`src/pipePkg.sv`:
```
`default_nettype none

package pipePkg;

    ////////////////////
    // Widths
    ////////////////////

    // Datapath word
    localparam int dataWidth = 32;

    // Register index and register count
    localparam int regAddrWidth = 5;
    localparam int regCount = 1 << regAddrWidth;

    // Raw immediate field before sign extension
    localparam int immWidth = 16;

    // Data memory words, indexed by ALU bits 7 to 2
    localparam int memDepth = 64;
    localparam int memAddrWidth = $clog2(memDepth);

    ////////////////////
    // Encodings
    ////////////////////

    // Decoded operations as issued by the driver
    typedef enum logic [3:0] {
        opNop,  // also what a bubble turns into
        opAdd,
        opSub,
        opAnd,
        opOr,
        opSlt,  // signed compare
        opSll,  // rt shifted by imm[4:0]
        opAddi,
        opLw,
        opSw
    } opcodeT;

    // Operand source select
    // Same code points as the classic 00/01/10 forward mux
    typedef enum logic [1:0] {
        fwdReg = 2'b00,  // ID/EX register value
        fwdWb  = 2'b01,  // MEM/WB result
        fwdMem = 2'b10   // EX/MEM ALU result
    } fwdSelT;

endpackage

`default_nettype wire

```
`src/regFile.sv`:
```
`timescale 1ns/1ps
`default_nettype none

module regFile (
    input  logic                              clk,
    input  logic                              rstN,
    // Read side, combinational
    input  logic [pipePkg::regAddrWidth-1:0]  rAddrA,
    input  logic [pipePkg::regAddrWidth-1:0]  rAddrB,
    output logic [pipePkg::dataWidth-1:0]     rDataA,
    output logic [pipePkg::dataWidth-1:0]     rDataB,
    // Write side from writeback
    input  logic                              we,
    input  logic [pipePkg::regAddrWidth-1:0]  wAddr,
    input  logic [pipePkg::dataWidth-1:0]     wData
);

    logic [pipePkg::dataWidth-1:0] regs [pipePkg::regCount];
    logic                          wrLive;

    // Register 0 swallows every write
    assign wrLive = we && (wAddr != '0);

    always_ff @(posedge clk) begin
        if (!rstN) begin
            for (int i = 0; i < pipePkg::regCount; i++) begin
                regs[i] <= '0;
            end
        end else if (wrLive) begin
            regs[wAddr] <= wData;
        end
    end

    ////////////////////
    // Read with bypass
    ////////////////////

    // Write-before-read so an instruction issued in the writeback cycle
    // already sees the new value
    always_comb begin
        if (rAddrA == '0) begin
            rDataA = '0;
        end else if (wrLive && (wAddr == rAddrA)) begin
            rDataA = wData;
        end else begin
            rDataA = regs[rAddrA];
        end

        if (rAddrB == '0) begin
            rDataB = '0;
        end else if (wrLive && (wAddr == rAddrB)) begin
            rDataB = wData;
        end else begin
            rDataB = regs[rAddrB];
        end
    end

endmodule

`default_nettype wire

```
`config.mk`:
```
export PLATFORM = sky130hd
export DESIGN_NAME = regFile
export DESIGN_NICKNAME = d
export VERILOG_FILES = /design/src/pipePkg.sv /design/src/regFile.sv
export SDC_FILE = /design/constraint.sdc
export NUM_CORES = 2
export LEC_CHECK = 0
export BUFFER_PORTS_ARGS = -buffer_cell sky130_fd_sc_hd__buf_4
export CAP_MARGIN = 20
export CORE_UTILIZATION = 40
export CTS_CLUSTER_DIAMETER = 50
export DETAILED_ROUTE_END_ITERATION = 10
export SLEW_MARGIN = 5
export SYNTH_ARGS = -nofsm -noshare
export SYNTH_HDL_FRONTEND = slang
export SYNTH_SLANG_ARGS = --single-unit
```
`constraint.sdc`:
```
create_clock -name clk -period 5.9 [get_ports clk]
set_input_delay 0.59 -clock clk [delete_from_list [all_inputs] [get_ports clk]]
set_output_delay 0.59 -clock clk [all_outputs]
set_load 0.005 [all_outputs]
```
After elaboration in Yosys (flattened, before gate mapping)
Memory sizes are Yosys's and may differ from the RTL's.
Index checks and enable logic that the tools add are counted.
{"block": "op_classes", "n_eq_ne": 2, "mux": 11, "reduce_logical": 7}
{"cell": "$mux W32", "n": 5}
{"cell": "$reduce_or A32 Y1", "n": 1}
{"cell": "$eq A5 B5 Y1", "n": 2}
{"cell": "$logic_not A5 Y1", "n": 2}
{"cell": "$mux W1", "n": 5}
{"cell": "$mux W5", "n": 1}
{"cell": "$reduce_bool A5 Y1", "n": 1}
{"cell": "$logic_and A1 B1 Y1", "n": 3}
{"block": "word_totals", "register_bits": 0, "ram_bits": 1024, "input_bits": 50, "output_inout_bits": 64, "word_cells": 21, "n_memories": 1}
{"name": "regs", "words": 32, "word_bits": 32, "rd": 2, "rd_clocked_by_memory_dff": 0, "wr": 32, "line_no": "regFile.sv:18", "source": "logic [pipePkg::dataWidth-1:0] regs [pipePkg::regCount];"}

Logic depth before layout (Yosys ltp)
{"block": "logic_depth", "ltp_word": 7, "depth_mapped": 10, "ltp_nobuf": 5}

Least setup slack after synthesis
Ideal clock, no wire load.
{"block": "synth_timing", "path_type": "input -> register", "startpoint": "input port wAddr[2] in the netlist's numbering", "endpoint": "memory regs[12][0] in the netlist's numbering (enable)", "arrival_time_ns": 3.985, "required_time_ns": 5.434, "slack_ns": 1.449, "stages": 7, "path_buffers": 4, "path_cell_list": "buf_2 > or3_4 > clkbuf_1 > nand3b_1 > buf_2 > clkbuf_1 > o21ai_0"}
{"element": "start, declared", "line_no": "regFile.sv:14", "source": "input logic [pipePkg::regAddrWidth-1:0] wAddr,"}
{"element": "end, declared", "line_no": "regFile.sv:18"}

Final worst setup path
{"block": "layout_timing", "startpoint": "input port rAddrB[1] in the netlist's numbering", "endpoint": "output port rDataB[10] in the netlist's numbering"}
{"block": "layout_via", "elab_chain_cells": 4, "elab_cells_between_ends": 6}
{"element": "start, declared", "line_no": "regFile.sv:9", "source": "input logic [pipePkg::regAddrWidth-1:0] rAddrB,"}
{"element": "branches (longest 3 deep; another with $mem_v2 Z32 W32)"}
{"element": "$mux W32 *", "line_no": "regFile.sv:49", "source": "if (rAddrB == '0) begin"}
{"element": "end, declared", "line_no": "regFile.sv:11", "source": "output logic [pipePkg::dataWidth-1:0] rDataB,"}
Every way passes the cells marked *.

==> results.ini <==
[pwr]
power_switching_share_pct=26.4
vdd_drop_max_mv=0.283
internal_power_mw=13.5
switching_power_mw=4.83
power.leakage_nw=22.0
pwr_density_cell_nw_per_um2=292
seqPwrFrac_pct=47.0
combPwrFrac_pct=13.0
power.total_mw=18.3
p_clk_share_pct=40.0

[route]
dr.first_iter.drc_count=5975
vias=38100
wl_um=217000
antenna_left=0
firstDrtPassIters=6
wl_per_cell_um=37.3
vias_per_cell=6.55
drc_errors=0

[floorplan]
fp.dieH_um=375
die_area_sq_um=141000
coreArea_sq_um=138000
io_pins=114
dieWidth_um=375
initial_core_util_pct=40.4
rows=136

[placed_design]
detailedPlace.worstSlack_ns=1.52
gp_congestion=0.904
place.port_buffers=113
dpl.hpwl_um=129000

[clock_tree]
cts_tree=built
clockRootBuffer=clkbuf_16
clkSinkCount=1024
ctsHoldBuffers=0
cts_buffer_depth=3
post-cts-setup-buffers=0
ctsResizeCount=0
clk_pin_slew_ns=0.06
ctsHtreeMaxLevel=3
numCtsBuffers=119

[timing]
timing.setup.tns_ns=0
fin_crit_ns=4.63
relSlewSlack_pct=17.9
setup_viol=0
rsz0062_at_grt=false
worst_slack_ns=1.27
tightest_slew_ns=1.23
hold_viol=0
period_share_pct=78.4
fmax_mhz=216
slew_violations=0
whs_ns=0.369

[layout]
fin_nets=3961
fillCellCount=12000
largest_register=regs
largest_reg_flops=1024
area_delta_synth_final_pct=12.9
drive_above_1_share_pct=22.9
reg_top3=regs x1024

[global_route]
met1_usage_pct=40.3
grt_pass1_wl_um=297000
gr-max-usage-layer=met2
grt_usage_pct=30.5
met3_usage_pct=7.23
antenna_found_initial=29
met2_usage_pct=47.3
grt_overflow=0
grt_max_degree=66
first_global_vias=36800

[worst_setup_path]
cp-end-kind=output pin
crit_type=in2out
critPathMaxStageDelay_ns=0.83
cp_slowest_cell=nor2_2
cpMostUsedCell=buf_4
cp_top_family=simple AND/OR/NAND/NOR gates
crit_path_max_fanout=44
cp-start-kind=input port
critPathBufInv=3
crit_chain=buf_6 > nor2_2 > buf_4 > nand3b_1 > o311ai_4 > nor3_1 > a211o_1 > buf_4
crit_arrival_ns=4.04
crit_required_ns=5.31

[logic_synthesis]
yosysUniqueCellTypes=67
synth_top_area_cell=edfxtp_1
synth_async_sr_flop_share_pct=0
ys.warnings.count=0
synth-seq-cells=1024
avgSynthCellArea_sq_um=14.2
ys_seq_area_share_pct=55.3
synth.most_common_cell=edfxtp_1
synth_commonest_cells=edfxtp_1 (1024), and2_1 (962), mux4_2 (357)
synth_area_sq_um=55600
syn_inst=3928
netlist.area_leader.share_pct=55.3
synth-edff-count=1024
synth_area_leaders=edfxtp_1 (55%), mux4_2 (14%), and2_1 (11%)
synthFlopType=edfxtp_1

[min_path]
min_path_cells=2
min_to=regs[31][26]
hp-start=wData[26]
hold_path.class=in2reg

[status]
outcome=finished, final reports clean

[flow_run]
maxCapViolCount=0

[power groups by stage]
stage                     registers [mW]  clock network (mW)  logic [mW]
after floorplan                     8.70                   0        1.36
after global placement              8.73                   0        2.31
after detailed placement            8.75                   0        2.33
after CTS                           8.60                7.34        2.34
after global routing                8.65                7.60        2.44
final                               8.61                7.33        2.38
[cell usage in the layout (no fill, tap or decap), drive strengths merged, types with 6 or more instances in the layout]
master    netlist  routed
o22ai          37      37
a32o           32      32
bufinv          0      10
a221o          11      11
nand2b          8       8
a22o            8       8
nor2           60      60
nor3b           6       6
mux2i         334     334
edfxtp       1024    1024
inv             5       9
nand4           9       9
o21ai          59      59
buf           119     258
nand3b          6       6
a211o           8       8
nor2b           7       7
and2          963     963
and3           15      15
a211oi         46      46
xnor2           8       8
clkbuf        308     139
a21oi          81      81
a22oi          66      66
mux4          367     367
nor3           43      43
clkinvlp        0      10
conb            1      32
o221ai         33      33
mux2           35      35
nand3           6       6
nand2         132     132
a221oi         36      36
clkinv          0      55
a2111oi         7       7
diode           0      12
[through the flow]
step                cells  cell area, sq um  utilization (%)
floorplan            3959             55800                -
global placement     5577             58900             42.7
detailed placement   5582             59000             42.8
CTS                  5800             62800             45.5
global route         5805             62800             45.6
finish               5814             62800             45.6
[final cells by class]
cell class,instances,area [sq um],share of cell area (%)
Antenna cell,12,30.0,0.0478
Timing Repair Buffer,258,2330,3.71
Multi-Input combinational cell,2503,23700,37.7
Clock inverter,79,724,1.15
Inverter,5,18.8,0.0299
Tap cell,1794,2240,3.57
Clock buffer,139,3070,4.89
Sequential cell,1024,30700,48.9
[cell families after synthesis]
| family | synth area share (%) |
|---|---|
| flip-flops | 55.3 |
| XOR/XNOR | 0.157 |
| other | 0.00674 |
| AND/OR/NAND/NOR | 13.3 |
| multiplexers | 21.6 |
| AO/OA/AOI/OAI | 5.99 |
| buffers and inverters | 3.60 |
[layer usage]
layer	wire length, um	vias to the layer above
met4	10400	14
met5	95	-
met3	26400	575
met2	99500	2816
met1	80500	19700
li1	-	15000
[how the worst max path moves through the flow]
stage	from	endpoint	slack [ns]	cells after the start
4_1_cts	rAddrB[1]	rDataB[10]	1.47	9
3_5_place_dp	rAddrB[1]	rDataB[10]	1.52	9
6_report	rAddrB[1]	rDataB[10]	1.27	8
5_1_grt	rAddrB[1]	rDataB[10]	1.42	8
3_3_place_gp	rAddrB[1]	rDataB[17]	1.42	7
2_1_floorplan	wAddr[2]	regs[12][0]	1.45	7
Power figures use the tool's default switching activity.
