==> src/pipePkg.sv <==
`default_nettype none

package pipePkg;

    ////////////////////
    // Widths
    ////////////////////

    // Datapath word
    localparam int dataWidth = 32;

    // Register index and register count
    localparam int regAddrWidth = 5;
    localparam int regCount = 1 << regAddrWidth;

    // Raw immediate field before sign extension
    localparam int immWidth = 16;

    // Data memory words, indexed by ALU bits 7 to 2
    localparam int memDepth = 64;
    localparam int memAddrWidth = $clog2(memDepth);

    ////////////////////
    // Encodings
    ////////////////////

    // Decoded operations as issued by the driver
    typedef enum logic [3:0] {
        opNop,  // also what a bubble turns into
        opAdd,
        opSub,
        opAnd,
        opOr,
        opSlt,  // signed compare
        opSll,  // rt shifted by imm[4:0]
        opAddi,
        opLw,
        opSw
    } opcodeT;

    // Operand source select
    // Same code points as the classic 00/01/10 forward mux
    typedef enum logic [1:0] {
        fwdReg = 2'b00,  // ID/EX register value
        fwdWb  = 2'b01,  // MEM/WB result
        fwdMem = 2'b10   // EX/MEM ALU result
    } fwdSelT;

endpackage

`default_nettype wire

==> src/exForwarding.sv <==
`timescale 1ns/1ps
`default_nettype none

module exForwarding (
    // Instruction now in EX
    input  pipePkg::opcodeT                  idExOp,
    input  logic [pipePkg::regAddrWidth-1:0] idExRs,
    input  logic [pipePkg::regAddrWidth-1:0] idExRt,
    // One stage ahead
    input  logic [pipePkg::regAddrWidth-1:0] exMemDest,
    input  logic                             exMemRegWrite,
    input  logic                             exMemMemRead,
    // Two stages ahead
    input  logic [pipePkg::regAddrWidth-1:0] memWbDest,
    input  logic                             memWbRegWrite,
    // Selects back to exStage
    output pipePkg::fwdSelT                  fwdA,
    output pipePkg::fwdSelT                  fwdB,
    output logic                             dataMemForward
);

    logic readsRt;
    logic memLive;
    logic wbLive;

    // Ops whose B operand is the rt register
    always_comb begin
        case (idExOp)
            pipePkg::opAdd, pipePkg::opSub, pipePkg::opAnd,
            pipePkg::opOr, pipePkg::opSlt, pipePkg::opSll,
            pipePkg::opSw: readsRt = 1'b1;
            default:       readsRt = 1'b0;
        endcase
    end

    // Zero register never forwarded
    // Load result not ready in EX/MEM yet so that path is closed to loads
    assign memLive = exMemRegWrite && !exMemMemRead && (exMemDest != '0);
    assign wbLive  = memWbRegWrite && (memWbDest != '0);

    ////////////////////
    // Operand selects
    ////////////////////

    always_comb begin
        // Newer EX/MEM result wins over MEM/WB
        if (memLive && (exMemDest == idExRs)) begin
            fwdA = pipePkg::fwdMem;
        end else if (wbLive && (memWbDest == idExRs)) begin
            fwdA = pipePkg::fwdWb;
        end else begin
            fwdA = pipePkg::fwdReg;
        end

        if (readsRt && memLive && (exMemDest == idExRt)) begin
            fwdB = pipePkg::fwdMem;
        end else if (readsRt && wbLive && (memWbDest == idExRt)) begin
            fwdB = pipePkg::fwdWb;
        end else begin
            fwdB = pipePkg::fwdReg;
        end
    end

    // Load directly ahead of a store of its target
    // Store picks up wbData one cycle later in MEM
    assign dataMemForward = (idExOp == pipePkg::opSw) && exMemRegWrite
                            && exMemMemRead && (exMemDest != '0)
                            && (exMemDest == idExRt);

endmodule

`default_nettype wire

==> config.mk <==
export PLATFORM = sky130hd
export DESIGN_NAME = exForwarding
export DESIGN_NICKNAME = d
export VERILOG_FILES = /design/src/pipePkg.sv /design/src/exForwarding.sv
export SDC_FILE = /design/constraint.sdc
export NUM_CORES = 1
export LEC_CHECK = 0
export BUFFER_PORTS_ARGS = -buffer_cell sky130_fd_sc_hd__buf_2
export CORE_AREA = 2 2 39 41
export DETAILED_ROUTE_END_ITERATION = 10
export DIE_AREA = 0 0 41 43
export GPL_ROUTABILITY_DRIVEN = 0
export PLACE_DENSITY = 0.66
export SETUP_SLACK_MARGIN = 0.1
export SYNTH_ARGS = -nofsm -noshare
export SYNTH_HDL_FRONTEND = slang
export SYNTH_SLANG_ARGS = --single-unit
==> constraint.sdc <==
create_clock -name vclk -period 1.3
set_clock_uncertainty 0.2 [all_clocks]
set_input_delay 0.065 -clock vclk [all_inputs]
set_output_delay 0.065 -clock vclk [all_outputs]
set_load 0.03 [all_outputs]
Word level (Yosys, flattened, before mapping)
Index checks and enable logic that the tools add are counted.
Word-level totals
  bits in read-only memories: 0
  register bits after elaboration: 0
  RAM bits: 0
  bits in latches: 0
  memories kept: 0
Operators by class
  equality and inequality tests: 11
  mux-type cells: 5
  multiply operators: 0
  bitwise gates (word level): 0
  reductions and logical operators: 17
  $lt $le $gt $ge: 0
  shift-type cells: 0
  div/mod/pow operators: 0
  $add $sub $neg: 0
Operators with widths (count)
  $eq A5 B5 Y1: 4
  $logic_and A1 B1 Y1: 13
  $eq A4 B3 Y1 const B: 3
  $reduce_bool A5 Y1: 2
  $eq A4 B2 Y1 const B: 2
  $reduce_or A7 Y1: 1
  $eq A4 B1 Y1 const B: 1
  $eq A4 B4 Y1 const B: 1
  $mux W2: 2
  $mux W1: 3
  $logic_not A1 Y1: 1

Longest topological paths before layout
  depth after elaboration: 7
  depth in mapped cells: 4
  gate-level depth less buffers: 4

Worst setup path after synthesis
No wires, ideal clock.
  kind: input to output
  from: input exMemDest[3] (netlist bit)
  to: output fwdA[0]
  setup slack: -0.537 ns
  arrival: 1.572 ns
  buffers on the path: 0
  stages on the path: 4
  cell sequence: or4_4 o21ai_4 nor4_2 nor4_2
On the way
  word-level cells in the longest chain between the ends: 4
  elaborated cells between the ends (all ways): 5
  classes of those cells: eq/ne: 1; mux: 1; reduce/logical: 3
RTL lines
  from (decl): RTL line exForwarding.sv:10  | input logic [pipePkg::regAddrWidth-1:0] exMemDest,
  $reduce_bool A5 Y1: RTL line exForwarding.sv:38  | assign memLive = exMemRegWrite && !exMemMemRead && (exMemDest != '0);
  $logic_and A1 B1 Y1: RTL line exForwarding.sv:38
  $logic_and A1 B1 Y1 (*): RTL line exForwarding.sv:47  | if (memLive && (exMemDest == idExRs)) begin
  $mux W2 (*): RTL line exForwarding.sv:47
  to (decl): RTL line exForwarding.sv:17  | output pipePkg::fwdSelT fwdA,
Every way passes the cells marked *; elsewhere a longest branch is shown, timed or not.

Worst setup path after layout
  from: input memWbDest[4] (netlist bit)
  to: output fwdA[0]
On the way
  word-level cells in the longest chain between the ends: 5
  elaborated cells between the ends (all ways): 6
  classes of those cells: eq/ne: 1; mux: 2; reduce/logical: 3
RTL lines
  from (decl): RTL line exForwarding.sv:14  | input logic [pipePkg::regAddrWidth-1:0] memWbDest,
  $reduce_bool A5 Y1: RTL line exForwarding.sv:39  | assign wbLive = memWbRegWrite && (memWbDest != '0);
  $logic_and A1 B1 Y1: RTL line exForwarding.sv:39
  $logic_and A1 B1 Y1 (*): RTL line exForwarding.sv:49  | end else if (wbLive && (memWbDest == idExRs)) begin
  $mux W1 (*): RTL line exForwarding.sv:49
  $mux W2 (*): RTL line exForwarding.sv:47
Marked as above.

==> impl_metrics.csv <==
group,metric,value,unit
run_status,violations,"negative setup slack",
floorplan,initial_utilization,24.5,%
yosys,yosys_warnings,0,
drt,vias_per_cell,4.81,
power,ir_drop,138,uV
sta,rsz0062_at_grt,"yes",
run_status,status,"finished with violations",
final_layout,final_cell_count_no_fill,109,
grt,grt_pass1_vias,521,
power,pwr-share-clk,0,%
final_layout,fillers,115,
setup_path,crit_family,"simple AND/OR/NAND/NOR gates",
final_layout,syn_to_final_growth,147,%
power,power_leakage,0.361,nW
setup_path,cp-startpoint,"memWbDest[4]",
floorplan,io_pins,32,
placement,portBuffers,32,
yosys,syn_inst,43,
drt,wl_per_cell,13.0,microns
sta,hold_viol_final,0,
final_layout,clockBufferCount,0,
sta,min_period,1.57,ns
min_path,worstHoldPathType,"in2out",
floorplan,die_w,41,microns
placement,dp_hpwl,1040,microns
sta,fmax,638,MHz
yosys,ys_seq_area_share,0,%
sta,drv_slew,0,
grt,grt_util_all_layers,17.1,%
setup_path,crit_path_frequent_cell,"or4_4",
floorplan,dieArea,1760,sq um
final_layout,final_cell_mix,"buf_2 (19), buf_4 (15), buf_6 (14)",
final_layout,seq_cells,0,
final_layout,multiInputGateArea,423,sq um
setup_path,crit_chain,"buf_8 -> or4_4 -> o21ai_2 -> or4_4 -> nor4_4 -> buf_6",
yosys,syn_avg_cell_area,7.89,sq um
drt,drt_iter0_markers,4,
drt,dr.pass1.iters,4,
setup_path,crit_buf_inv,2,
flow_run,drv_cap,0,
sta,finalCritPeriodShare,121,%
setup_path,cp_data_arrival_time,1.30,ns
grt,antenna_found_initial,0,
setup_path,crit_path_start_kind,"primary input",
sta,relSlewSlack,78.4,%
floorplan,rows,14,
drt,drc,0,
placement,pre_cts_ws,-0.388,ns
drt,vias,524,
power,p_comb_share,100.0,%
yosys,synth_cell_types,18,
setup_path,worstPathMaxFanout,3,
yosys,syn-cell-area,339,sq um
setup_path,endpoint,"fwdA[0]",
power,powerDensity,305,nW/um^2
drt,ant_nets,0,
final_layout,layout_commonest_cell,"buf_2",
grt,overflow,0,
power,switching_share,44.4,%
final_layout,diodes,0,
setup_path,cp.depth,6,
grt,grt_start_max_net_pins,5,
setup_path,cpPeakStageDelay,0.54,ns
sta,final-setup-viol-count,5,
setup_path,endpoint_kind,"output port",
yosys,syn_nets,70,
placement,dpl.cell_count,106,
power,power.internal,0.000142,W
setup_path,cp_slowest_cell,"or4_4",
power,p_seq_share,0,%
setup_path,crit_type,"in2out",
setup_path,worst_ep_required_time,1.03,ns
drt,wl,1420,microns
floorplan,coreArea,1380,sq um
sta,tightest_slew,0.322,ns
final_layout,fin_nets,122,
power,switchingPower,0.000113,W
floorplan,die_h,43,microns
final_layout,seqCellArea,0,sq um
clock_network,holdBufCountCts,0,
sta,finalWorstSetupSlack,-0.268,ns
grt,grt_pass1_wl,2170,microns
final_layout,drive_above_1_share,69.9,%
## how the worst min path moves through the flow
stage	from	end	slack, ns	cells past startpoint
detailed placement	exMemMemRead	dataMemForward	0.31	4
global placement	exMemMemRead	dataMemForward	0.32	4
finish	exMemRegWrite	dataMemForward	0.30	4
CTS	exMemRegWrite	dataMemForward	0.29	4
floorplan	exMemMemRead	dataMemForward	0.08	2
global route	exMemRegWrite	dataMemForward	0.32	4
## timing repair
action	4_1_cts	5_1_grt
gates resized for setup	22	13
endpoints found under the setup margin	5	5
hold endpoints to repair	0	0
pin swaps	5	9
cloned	0	0
setup buffers	2	1
## synthesized netlist by cell type (all sizes together)
cell type | n | area (sq um)
nor2b | 1 | 6.26
nand2 | 1 | 3.75
o21a | 1 | 7.51
nor4 | 3 | 31.3
nor3 | 4 | 20.0
xnor2 | 10 | 87.6
nand3 | 3 | 15.0
nor2 | 1 | 3.75
a21o | 1 | 7.51
nand4 | 1 | 6.26
or4 | 3 | 26.3
xor2 | 10 | 87.6
a221o | 1 | 10.0
o21ai | 3 | 26.3
## area by class of cell
| class | instances | area share [%] |
|---|---|---|
| Multi-Input combinational cell | 43 | 50.4 |
| Tap cell | 16 | 2.39 |
| Timing Repair Buffer | 50 | 47.2 |
## stage by stage
step | area [sq um] | hold slack, ns | utilization (%) | TNS (ns) | total power (W)
after global routing | 838 | 0.324 | 60.6 | -1.18 | 0.000273
after global placement | 659 | 0.316 | 47.6 | -1.06 | 0.000197
final | 838 | 0.302 | 60.6 | -1.02 | 0.000256
after floorplan | 367 | 0.0770 | - | -0.400 | 0.0000867
after detailed placement | 659 | 0.313 | 47.6 | -1.14 | 0.000200
after CTS | 763 | 0.288 | 55.2 | -0.952 | 0.000228
## worst min-delay path, delay by kind of cell
| kind | cells | cell delay [ns] |
|---|---|---|
| and+or+nand+nor | 1 | 0.04 |
| AOI/OAI and AO/OA | 1 | 0.06 |
| buffers and inverters | 2 | 0.28 |
## power groups by stage
stage,Clock (W),Sequential [W],Combinational (W)
after floorplan,0,0,0.0000867
after global placement,0,0,0.000197
after detailed placement,0,0,0.000200
after CTS,0,0,0.000228
after global routing,0,0,0.000273
final,0,0,0.000256
## metal layers
layer / wire [microns] / global-route usage [%]
met4: 16 / 0
met1: 568 / 22.8
met2: 782 / 30.9
met5: 0 / 0
met3: 55 / 0
## kinds of logic (layout without fill, tap and decap cells)
family          Yosys count  in the layout  share of synthesized area (%)
buf+inv                   0             50                              0
compound gates            6              6                           15.1
simple gates             17             17                           33.2
xor+xnor                 20             20                           51.7
Power figures use the tool's default switching activity.
