$ cat src/pipePkg.sv
`default_nettype none

package pipePkg;

    ////////////////////
    // Widths
    ////////////////////

    // Datapath word
    localparam int dataWidth = 32;

    // Register index and register count
    localparam int regAddrWidth = 5;
    localparam int regCount = 1 << regAddrWidth;

    // Raw immediate field before sign extension
    localparam int immWidth = 16;

    // Data memory words, indexed by ALU bits 7 to 2
    localparam int memDepth = 64;
    localparam int memAddrWidth = $clog2(memDepth);

    ////////////////////
    // Encodings
    ////////////////////

    // Decoded operations as issued by the driver
    typedef enum logic [3:0] {
        opNop,  // also what a bubble turns into
        opAdd,
        opSub,
        opAnd,
        opOr,
        opSlt,  // signed compare
        opSll,  // rt shifted by imm[4:0]
        opAddi,
        opLw,
        opSw
    } opcodeT;

    // Operand source select
    // Same code points as the classic 00/01/10 forward mux
    typedef enum logic [1:0] {
        fwdReg = 2'b00,  // ID/EX register value
        fwdWb  = 2'b01,  // MEM/WB result
        fwdMem = 2'b10   // EX/MEM ALU result
    } fwdSelT;

endpackage

`default_nettype wire

$ cat src/alu.sv
`timescale 1ns/1ps
`default_nettype none

module alu (
    input  pipePkg::opcodeT               op,
    input  logic [pipePkg::dataWidth-1:0] a,
    input  logic [pipePkg::dataWidth-1:0] b,
    input  logic [pipePkg::immWidth-1:0]  imm,
    output logic [pipePkg::dataWidth-1:0] result
);

    logic [pipePkg::dataWidth-1:0] immExt;
    logic [4:0]                    shamt;
    logic                          lessThan;

    // Sign extension of the 16-bit field
    assign immExt = {{(pipePkg::dataWidth - pipePkg::immWidth){imm[pipePkg::immWidth-1]}},
                     imm};

    // Shift amount lives in the low immediate bits
    assign shamt = imm[4:0];

    // Two's complement compare
    assign lessThan = $signed(a) < $signed(b);

    always_comb begin
        case (op)
            pipePkg::opAdd: result = a + b;
            pipePkg::opSub: result = a - b;
            pipePkg::opAnd: result = a & b;
            pipePkg::opOr:  result = a | b;
            pipePkg::opSlt: result = {{(pipePkg::dataWidth - 1){1'b0}}, lessThan};
            pipePkg::opSll: result = b << shamt;
            // Addi result and load/store address share the adder
            pipePkg::opAddi,
            pipePkg::opLw,
            pipePkg::opSw:  result = a + immExt;
            // Nop
            default:        result = '0;
        endcase
    end

endmodule

`default_nettype wire

$ cat src/exStage.sv
`timescale 1ns/1ps
`default_nettype none

module exStage (
    input  logic                              clk,
    input  logic                              rstN,
    // Issue slot plus register file data
    input  logic                              issueValid,
    input  pipePkg::opcodeT                   issueOp,
    input  logic [pipePkg::regAddrWidth-1:0]  issueRs,
    input  logic [pipePkg::regAddrWidth-1:0]  issueRt,
    input  logic [pipePkg::regAddrWidth-1:0]  issueRd,
    input  logic [pipePkg::immWidth-1:0]      issueImm,
    input  logic [pipePkg::dataWidth-1:0]     rDataA,
    input  logic [pipePkg::dataWidth-1:0]     rDataB,
    // From forwarding unit
    input  pipePkg::fwdSelT                   fwdA,
    input  pipePkg::fwdSelT                   fwdB,
    input  logic                              dataMemForward,
    // MEM/WB result
    input  logic [pipePkg::dataWidth-1:0]     wbData,
    // ID/EX view for forwarding
    output pipePkg::opcodeT                   idExOp,
    output logic [pipePkg::regAddrWidth-1:0]  idExRs,
    output logic [pipePkg::regAddrWidth-1:0]  idExRt,
    // EX/MEM register
    output logic                              exMemValid,
    output pipePkg::opcodeT                   exMemOp,
    output logic [pipePkg::regAddrWidth-1:0]  exMemDest,
    output logic                              exMemRegWrite,
    output logic                              exMemMemRead,
    output logic [pipePkg::dataWidth-1:0]     exMemAlu,
    output logic [pipePkg::dataWidth-1:0]     exMemStoreData,
    output logic                              exMemStoreFwd
);

    logic                             idExValid;
    logic [pipePkg::regAddrWidth-1:0] idExRd;
    logic [pipePkg::immWidth-1:0]     idExImm;
    logic [pipePkg::dataWidth-1:0]    idExA;
    logic [pipePkg::dataWidth-1:0]    idExB;
    logic [pipePkg::dataWidth-1:0]    opA;
    logic [pipePkg::dataWidth-1:0]    opB;
    logic [pipePkg::dataWidth-1:0]    aluResult;
    logic [pipePkg::regAddrWidth-1:0] exDest;
    logic                             exRegWrite;
    logic                             exMemReadNext;

    ////////////////////
    // ID/EX
    ////////////////////

    // Bubble enters as nop
    always_ff @(posedge clk) begin
        if (!rstN) begin
            idExValid <= 1'b0;
            idExOp    <= pipePkg::opNop;
        end else begin
            idExValid <= issueValid;
            idExOp    <= issueValid ? issueOp : pipePkg::opNop;
        end
    end

    always_ff @(posedge clk) begin
        idExRs  <= issueRs;
        idExRt  <= issueRt;
        idExRd  <= issueRd;
        idExImm <= issueImm;
        idExA   <= rDataA;
        idExB   <= rDataB;
    end

    // Operand muxes
    always_comb begin
        case (fwdA)
            pipePkg::fwdMem: opA = exMemAlu;
            pipePkg::fwdWb:  opA = wbData;
            default:         opA = idExA;
        endcase

        case (fwdB)
            pipePkg::fwdMem: opB = exMemAlu;
            pipePkg::fwdWb:  opB = wbData;
            default:         opB = idExB;
        endcase
    end

    // R-type and shift write rd, addi and load write rt
    always_comb begin
        exDest        = idExRd;
        exRegWrite    = 1'b0;
        exMemReadNext = 1'b0;
        case (idExOp)
            pipePkg::opAdd, pipePkg::opSub, pipePkg::opAnd,
            pipePkg::opOr, pipePkg::opSlt, pipePkg::opSll: begin
                exRegWrite = idExValid;
            end
            pipePkg::opAddi: begin
                exDest     = idExRt;
                exRegWrite = idExValid;
            end
            pipePkg::opLw: begin
                exDest        = idExRt;
                exRegWrite    = idExValid;
                exMemReadNext = idExValid;
            end
            default: exRegWrite = 1'b0;
        endcase
    end

    alu uAlu (
        .op     (idExOp),
        .a      (opA),
        .b      (opB),
        .imm    (idExImm),
        .result (aluResult)
    );

    ////////////////////
    // EX/MEM
    ////////////////////

    always_ff @(posedge clk) begin
        if (!rstN) begin
            exMemValid    <= 1'b0;
            exMemOp       <= pipePkg::opNop;
            exMemRegWrite <= 1'b0;
            exMemMemRead  <= 1'b0;
            exMemStoreFwd <= 1'b0;
        end else begin
            exMemValid    <= idExValid;
            exMemOp       <= idExOp;
            exMemRegWrite <= exRegWrite;
            exMemMemRead  <= exMemReadNext;
            exMemStoreFwd <= dataMemForward && idExValid;
        end
    end

    // Store data is the forwarded rt value
    always_ff @(posedge clk) begin
        exMemDest      <= exDest;
        exMemAlu       <= aluResult;
        exMemStoreData <= opB;
    end

endmodule

`default_nettype wire

$ cat config.mk
export PLATFORM = sky130hd
export DESIGN_NAME = exStage
export DESIGN_NICKNAME = d
export VERILOG_FILES = /design/src/pipePkg.sv /design/src/alu.sv /design/src/exStage.sv
export SDC_FILE = /design/constraint.sdc
export NUM_CORES = 1
export LEC_CHECK = 0
export BUFFER_PORTS_ARGS = -buffer_cell sky130_fd_sc_hd__buf_4
export CORE_MARGIN = 2
export CORE_UTILIZATION = 55
export DETAILED_ROUTE_END_ITERATION = 7
export MAX_ROUTING_LAYER = met4
export PLACE_DENSITY_LB_ADDON = 0.15
export RECOVER_POWER = 50
export SETUP_SLACK_MARGIN = 0.1
export SLEW_MARGIN = 20
export SYNTH_ARGS = -nofsm -noshare
export SYNTH_HDL_FRONTEND = slang
export SYNTH_SLANG_ARGS = --single-unit
$ cat constraint.sdc
create_clock -name clk -period 10.5 [get_ports clk]
set_clock_uncertainty 0.1 [all_clocks]
set_input_delay 2.1 -clock clk [delete_from_list [all_inputs] [get_ports clk]]
set_output_delay 2.1 -clock clk [all_outputs]
set_load 0.02 [all_outputs]
## Word-level counts from Yosys, hierarchy flattened

Index checks and enable logic that the tools add are counted.

- Flip-flop bits (word level): 177
- Input port bits: 139
- Output and inout bits: 91
- Logic and storage cells: 47

- Add/subtract/negate cells: 3
- Magnitude comparators: 1
- Equality and inequality tests: 13
- Shift operators: 1
- Muxes and demuxes: 4
- Bitwise operators: 2
- Reduce and logical (&&, ||, !) cells: 7

Operators by type and width:

| cell | number |
|---|---|
| case mux 32 bit (7 select lines) | 1 |
| case mux 32 bit (2 select lines) | 2 |
| adder 32 bit | 2 |
| bitwise AND 32 bit | 1 |
| < comparator 32 bit | 1 |
| OR 32 bit | 1 |
| left shift 32 x 5 -> 32 bit | 1 |
| subtractor 32 bit | 1 |
| == test 4 x 3 -> 1 bit, second input constant | 4 |
| == test 4 x 2 -> 1 bit, second input constant | 2 |
| == test 4 bit, second input constant | 2 |
| OR reduction 8 bit | 1 |
| AND reduction 2 bit | 3 |
| 2-to-1 mux 5 bit | 1 |
| == test 2 x 1 -> 1 bit, second input constant | 2 |
| == test 2 bit, second input constant | 2 |
| == test 4 x 1 -> 1 bit, second input constant | 1 |
| OR reduction 3 bit | 1 |
| OR reduction 2 bit | 1 |
| logical AND 1 bit | 1 |

## Longest topological paths before layout

- Depth after elaboration: 4
- Gate-level depth with buffers: 20
- Gate-level depth less buffers: 18

## Cells and area by module

From an unflattened synthesis, not the netlist that was laid out.

- Cells, all modules: 1449
- Area, all modules: 12231.7 sq um

Modules (own cells, without submodules):

| module | times used | cells an instance | area each (sq um) | seq. area each (sq um) |
|---|---|---|---|---|
| alu | 1 | 995 | 7094.3 | 0.0 |
| exStage | 1 | 454 | 5137.4 | 3543.4 |

## Worst setup path after synthesis

No wires, ideal clock.

- Path type: input to register
- Start: in fwdB[0]
- End: reg exMemAlu[30] in the netlist's numbering
- Library setup time: 0.120 ns
- Arrival: 5.672 ns
- Required time: 10.280 ns
- Setup slack: 4.608 ns
- Cell stages on the path: 19
- Buffers on the path: 2
- Cell sequence: inv_1 > ha_1 > buf_6 > clkbuf_1 > o21ai_0 > inv_1 > o21ai_0 > ha_1 > inv_1 > fa_1 > nor2b_1 > o2111ai_1 > nand3_1 > nand3_1 > o211ai_1 > a21oi_1 > o32ai_1 > mux2i_1 > a211o_1

- Longest elaborated chain between the ends: 4
- Elaborated cells between the ends (all ways): 9
- Classes of those cells: add/sub: 2; eq/ne: 2; shift: 1; mux: 2; bitwise: 2

Ends and longest elaborated chain:

| item | line | source |
|---|---|---|
| start, declared | exStage.sv:18 | `input pipePkg::fwdSelT fwdB,` |
| == test 2 x 1 -> 1 bit / == test 2 bit (equally long branches) | exStage.sv:81 | `case (fwdB)` |
| case mux 32 bit (2 select lines) * | exStage.sv:81 |  |
| subtractor 32 bit, or another cell as far along | alu.sv:29 | `pipePkg::opSub: result = a - b;` |
| case mux 32 bit (7 select lines) * | alu.sv:27 | `case (op)` |
| net aluResult, one bit | exStage.sv:44 | `logic [pipePkg::dataWidth-1:0] aluResult;` |
| end signal, assigned | exStage.sv:142 | `exMemAlu <= aluResult;` |
| end, declared | exStage.sv:32 | `output logic [pipePkg::dataWidth-1:0] exMemAlu,` |

Mark *: on every way through the listed nets, which the timed path passes. The rest lies on a longest branch.
A chain may end at the register's enable or synchronous reset.

## Final worst setup path

- Start: in fwdB[1]
- End: reg exMemAlu[30] in the netlist's numbering

The elaborated chain is that of the path after synthesis.

==> impl_metrics.csv <==
group,metric,value,unit
final_layout,num_antenna_cells,0,
detailed_routing,remaining_drc_errors,0,
timing,hold_viol_final,0,
synthesis,synth_top_cell_area_share,29.7,%
detailed_routing,drt-pass1-iter-count,5,
outcome,status,"complete, but fails checks",
worst_setup_path,cp_cell_sequence,"buf_4 > inv_1 > ha_1 > clkbuf_1 > a22oi_1 > o21ai_0 > inv_1 > o21ai_0 > ha_1 > inv_1 > fa_1 > nor2b_1 > o2111ai_1 > nand3_1 > nand3_1 > o211ai_1 > a21oi_1 > o32ai_1 > mux2i_1 > a211o_1",
placed_design,portBuffers,229,
clocking,cts_max_path_buffers,2,
clocking,clkTransAtPathRegs,0.08,ns
worst_setup_path,cpMostUsedCell,"inv_1",
placed_design,gp_congestion,1.01,
synthesis,synth-seq-cells,177,
worst_setup_path,cpPeakStageDelay,1.43,ns
run,maxCapViolCount,1,
worst_setup_path,slowest_stage,"clkbuf_1",
synthesis,seq_area_frac_synth,29.7,%
timing,max_freq,130,MHz
synthesis,ys_types,75,
synthesis,synthTopCellsByArea,"dfxtp_1 (30%), ha_1 (14%), o21ai_0 (5.1%)",
floorplanning,core_area,21200,um2
grt,overflow,0,
floorplanning,die_w,151,um
pwr,total_power,2450,uW
grt,antenna_found_initial,0,
clocking,cts.sinks,177,
worst_setup_path,path_class,"input port to register",
worst_setup_path,critical_path_required,10.74,ns
grt,grt_pass1_vias,11300,
clocking,ctsHoldBuffers,0,
worst_setup_path,cp_num_buf_inv,5,
clocking,root_buffer,"clkbuf_16",
final_layout,drive_above_1_share,19.1,%
timing,timing.final.crit_share,73.3,%
outcome,violations,"capacitance limit, slew limit",
floorplanning,die_y,151,um
timing,maxSlewViolCount,33,
timing,min_period,7.70,ns
clocking,cts_tree,"built",
final_layout,stdcell_count,1880,
detailed_routing,vias_per_cell,6.25,
clocking,ctsResizeCount,0,
synthesis,netlist.top_cell.by_area,"dfxtp_1",
worst_setup_path,critPathMaxFanout,32,
detailed_routing,antenna_left,0,
synthesis,async_flop_share,0,%
grt,grt_pass1_wl,61.4,mm
synthesis,synth_edf_count,0,
clocking,htreeDepth,4,
floorplanning,row_count,53,
placed_design,dpl.cell_count,1848,
detailed_routing,drt_iter0_markers,1156,
timing,maxSlewHeadroom,-33.8,%
worst_setup_path,critPathArrivalTime,7.94,ns
final_layout,final_cell_mix,"dfxtp_1 (177), buf_4 (134), ha_1 (130), o21ai_0 (122), nor2_1 (113)",
hold_path,hold_path_class,"register to register",
floorplanning,start_util,56.4,%
timing,worstMarginPinSlew,2.01,ns
detailed_routing,wl_per_cell,21.7,um
timing,hold_slack,0.359,ns
placed_design,dp_hpwl,30.0,mm
synthesis,syn_area,11900,um2
clocking,numCtsBuffers,17,
detailed_routing,wl,40.8,mm
floorplanning,die-area,22900,um2
pwr,power_density,171,nW/um2
worst_setup_path,startpoint_type,"input port",
grt,grt_util_all_layers,36.0,%
grt,grt_max_degree,49,
worst_setup_path,reg2reg_slack,5.55,ns
timing,rsz0062_at_grt,"false",
synthesis,yosysWarnings,0,
synthesis,synthFlopType,"dfxtp_1",
timing,setup_viol,0,
pwr,leakage,0.00657,uW
final_layout,layout.nets,1864,
final_layout,synthToLayoutAreaGrowth,20.3,%
final_layout,final_common_cell,"dfxtp_1",
pwr,ir_drop,0.118,mV
worst_setup_path,critical_path.top_delay_family,"compound AO/OA/AOI/OAI gates",
worst_setup_path,end_kind,"register",
clocking,clk_latency,0.45,ns
synthesis,synth_cells,1397,
synthesis,synth_fp_nets,1669,
detailed_routing,vias,11700,
timing,tns,0,ns
clocking,cts_setup_buffers,0,
synthesis,syn_area_per_cell,8.54,um2
floorplanning,io_pins,230,
==> synthesized netlist by cell type, types with 6 or more instances <==
master     number
a211o_1         6
a211oi_1       10
a21o_1         16
a21oi_1        74
a221o_1        25
a221oi_1       17
a22o_1          9
a22oi_1        36
a31oi_1         8
and2_1          8
and3_1          9
buf_1           6
buf_2          10
clkbuf_1       55
dfxtp_1       177
ha_1          131
inv_1         102
inv_2           6
mux2_2          8
mux2i_1        56
mux4_2         15
nand2_1       102
nand2b_1       17
nand3_1        19
nor2_1        113
nor2b_1         9
nor3_1         22
o2111ai_1       6
o211ai_1        9
o21ai_0       121
o21ai_1        13
o21bai_1       16
o221ai_1       16
o22ai_1        10
o31ai_1         9
or3_1           8
xnor2_1        42
xor2_1         11
==> metrics by stage <==
stage | instance area [um2] | setup WS (ns) | utilization (%)
finish | 14400 | 2.80 | 67.8
global route | 14400 | 2.48 | 67.8
CTS | 14400 | 4.03 | 68.2
detailed placement | 13900 | 3.56 | 65.5
global placement | 13900 | 3.72 | 65.5
floorplan | 11900 | 4.61 | -
==> power breakdown <==
group	switching, uW	internal [uW]
registers	41.8	737
clock network	316	322
logic	625	409
==> worst paths after layout <==
path | startpoint | to | depth (start not counted)
hold reg to reg | idExB[0] | exMemStoreData[0] | 2
setup / recovery | fwdB[1] | exMemAlu[30] | 20
setup reg to reg | idExOp[3] | exMemAlu[29] | 14
hold / removal | idExB[0] | exMemStoreData[0] | 2
==> registers in the layout, summed over array words and instances, names as in the netlist <==
signal          count
idExRs              5
exMemDest           5
exMemStoreFwd       1
exMemValid          1
exMemStoreData     32
exMemAlu           32
idExRt              5
idExImm            16
exMemOp             4
idExOp              4
idExA              32
exMemRegWrite       1
idExValid           1
idExRd              5
exMemMemRead        1
idExB              32
==> logic make-up after synthesis <==
logic type	after synthesis	synth area share (%)
xor gates and xnor gates	53	3.89
AOI/OAI and AO/OA	438	24.9
muxes	81	8.73
adders and majority gates	133	14.1
and+or+nand+nor	332	12.6
DFF	177	29.7
buffers and inverters	183	6.11
==> layout make-up <==
class,instances,area (um2)
Tap cell,275,344
Clock buffer,18,439
Timing Repair Buffer,251,1800
Clock inverter,14,139
Inverter,108,405
Multi-Input combinational cell,1037,7680
Fill cell,1861,6800
Sequential cell,177,3540
==> routing by layer <==
layer	up-vias	wire [um]	track usage, %
met4	0	1420	14.0
met3	119	3480	5.93
met2	596	19100	58.2
li1	5434	-	-
met1	5599	16800	45.0
met5	-	0	-
==> worst reg2reg max path, delay by kind of cell (launching register included) <==
kind,cells,cell delay [ns]
and+or+nand+nor,2,0.97
buffers and inverters,1,0.48
adders and majority gates,1,0.30
AOI/OAI and AO/OA,10,2.38
DFF,1,0.58
Power figures use the tool's default switching activity.
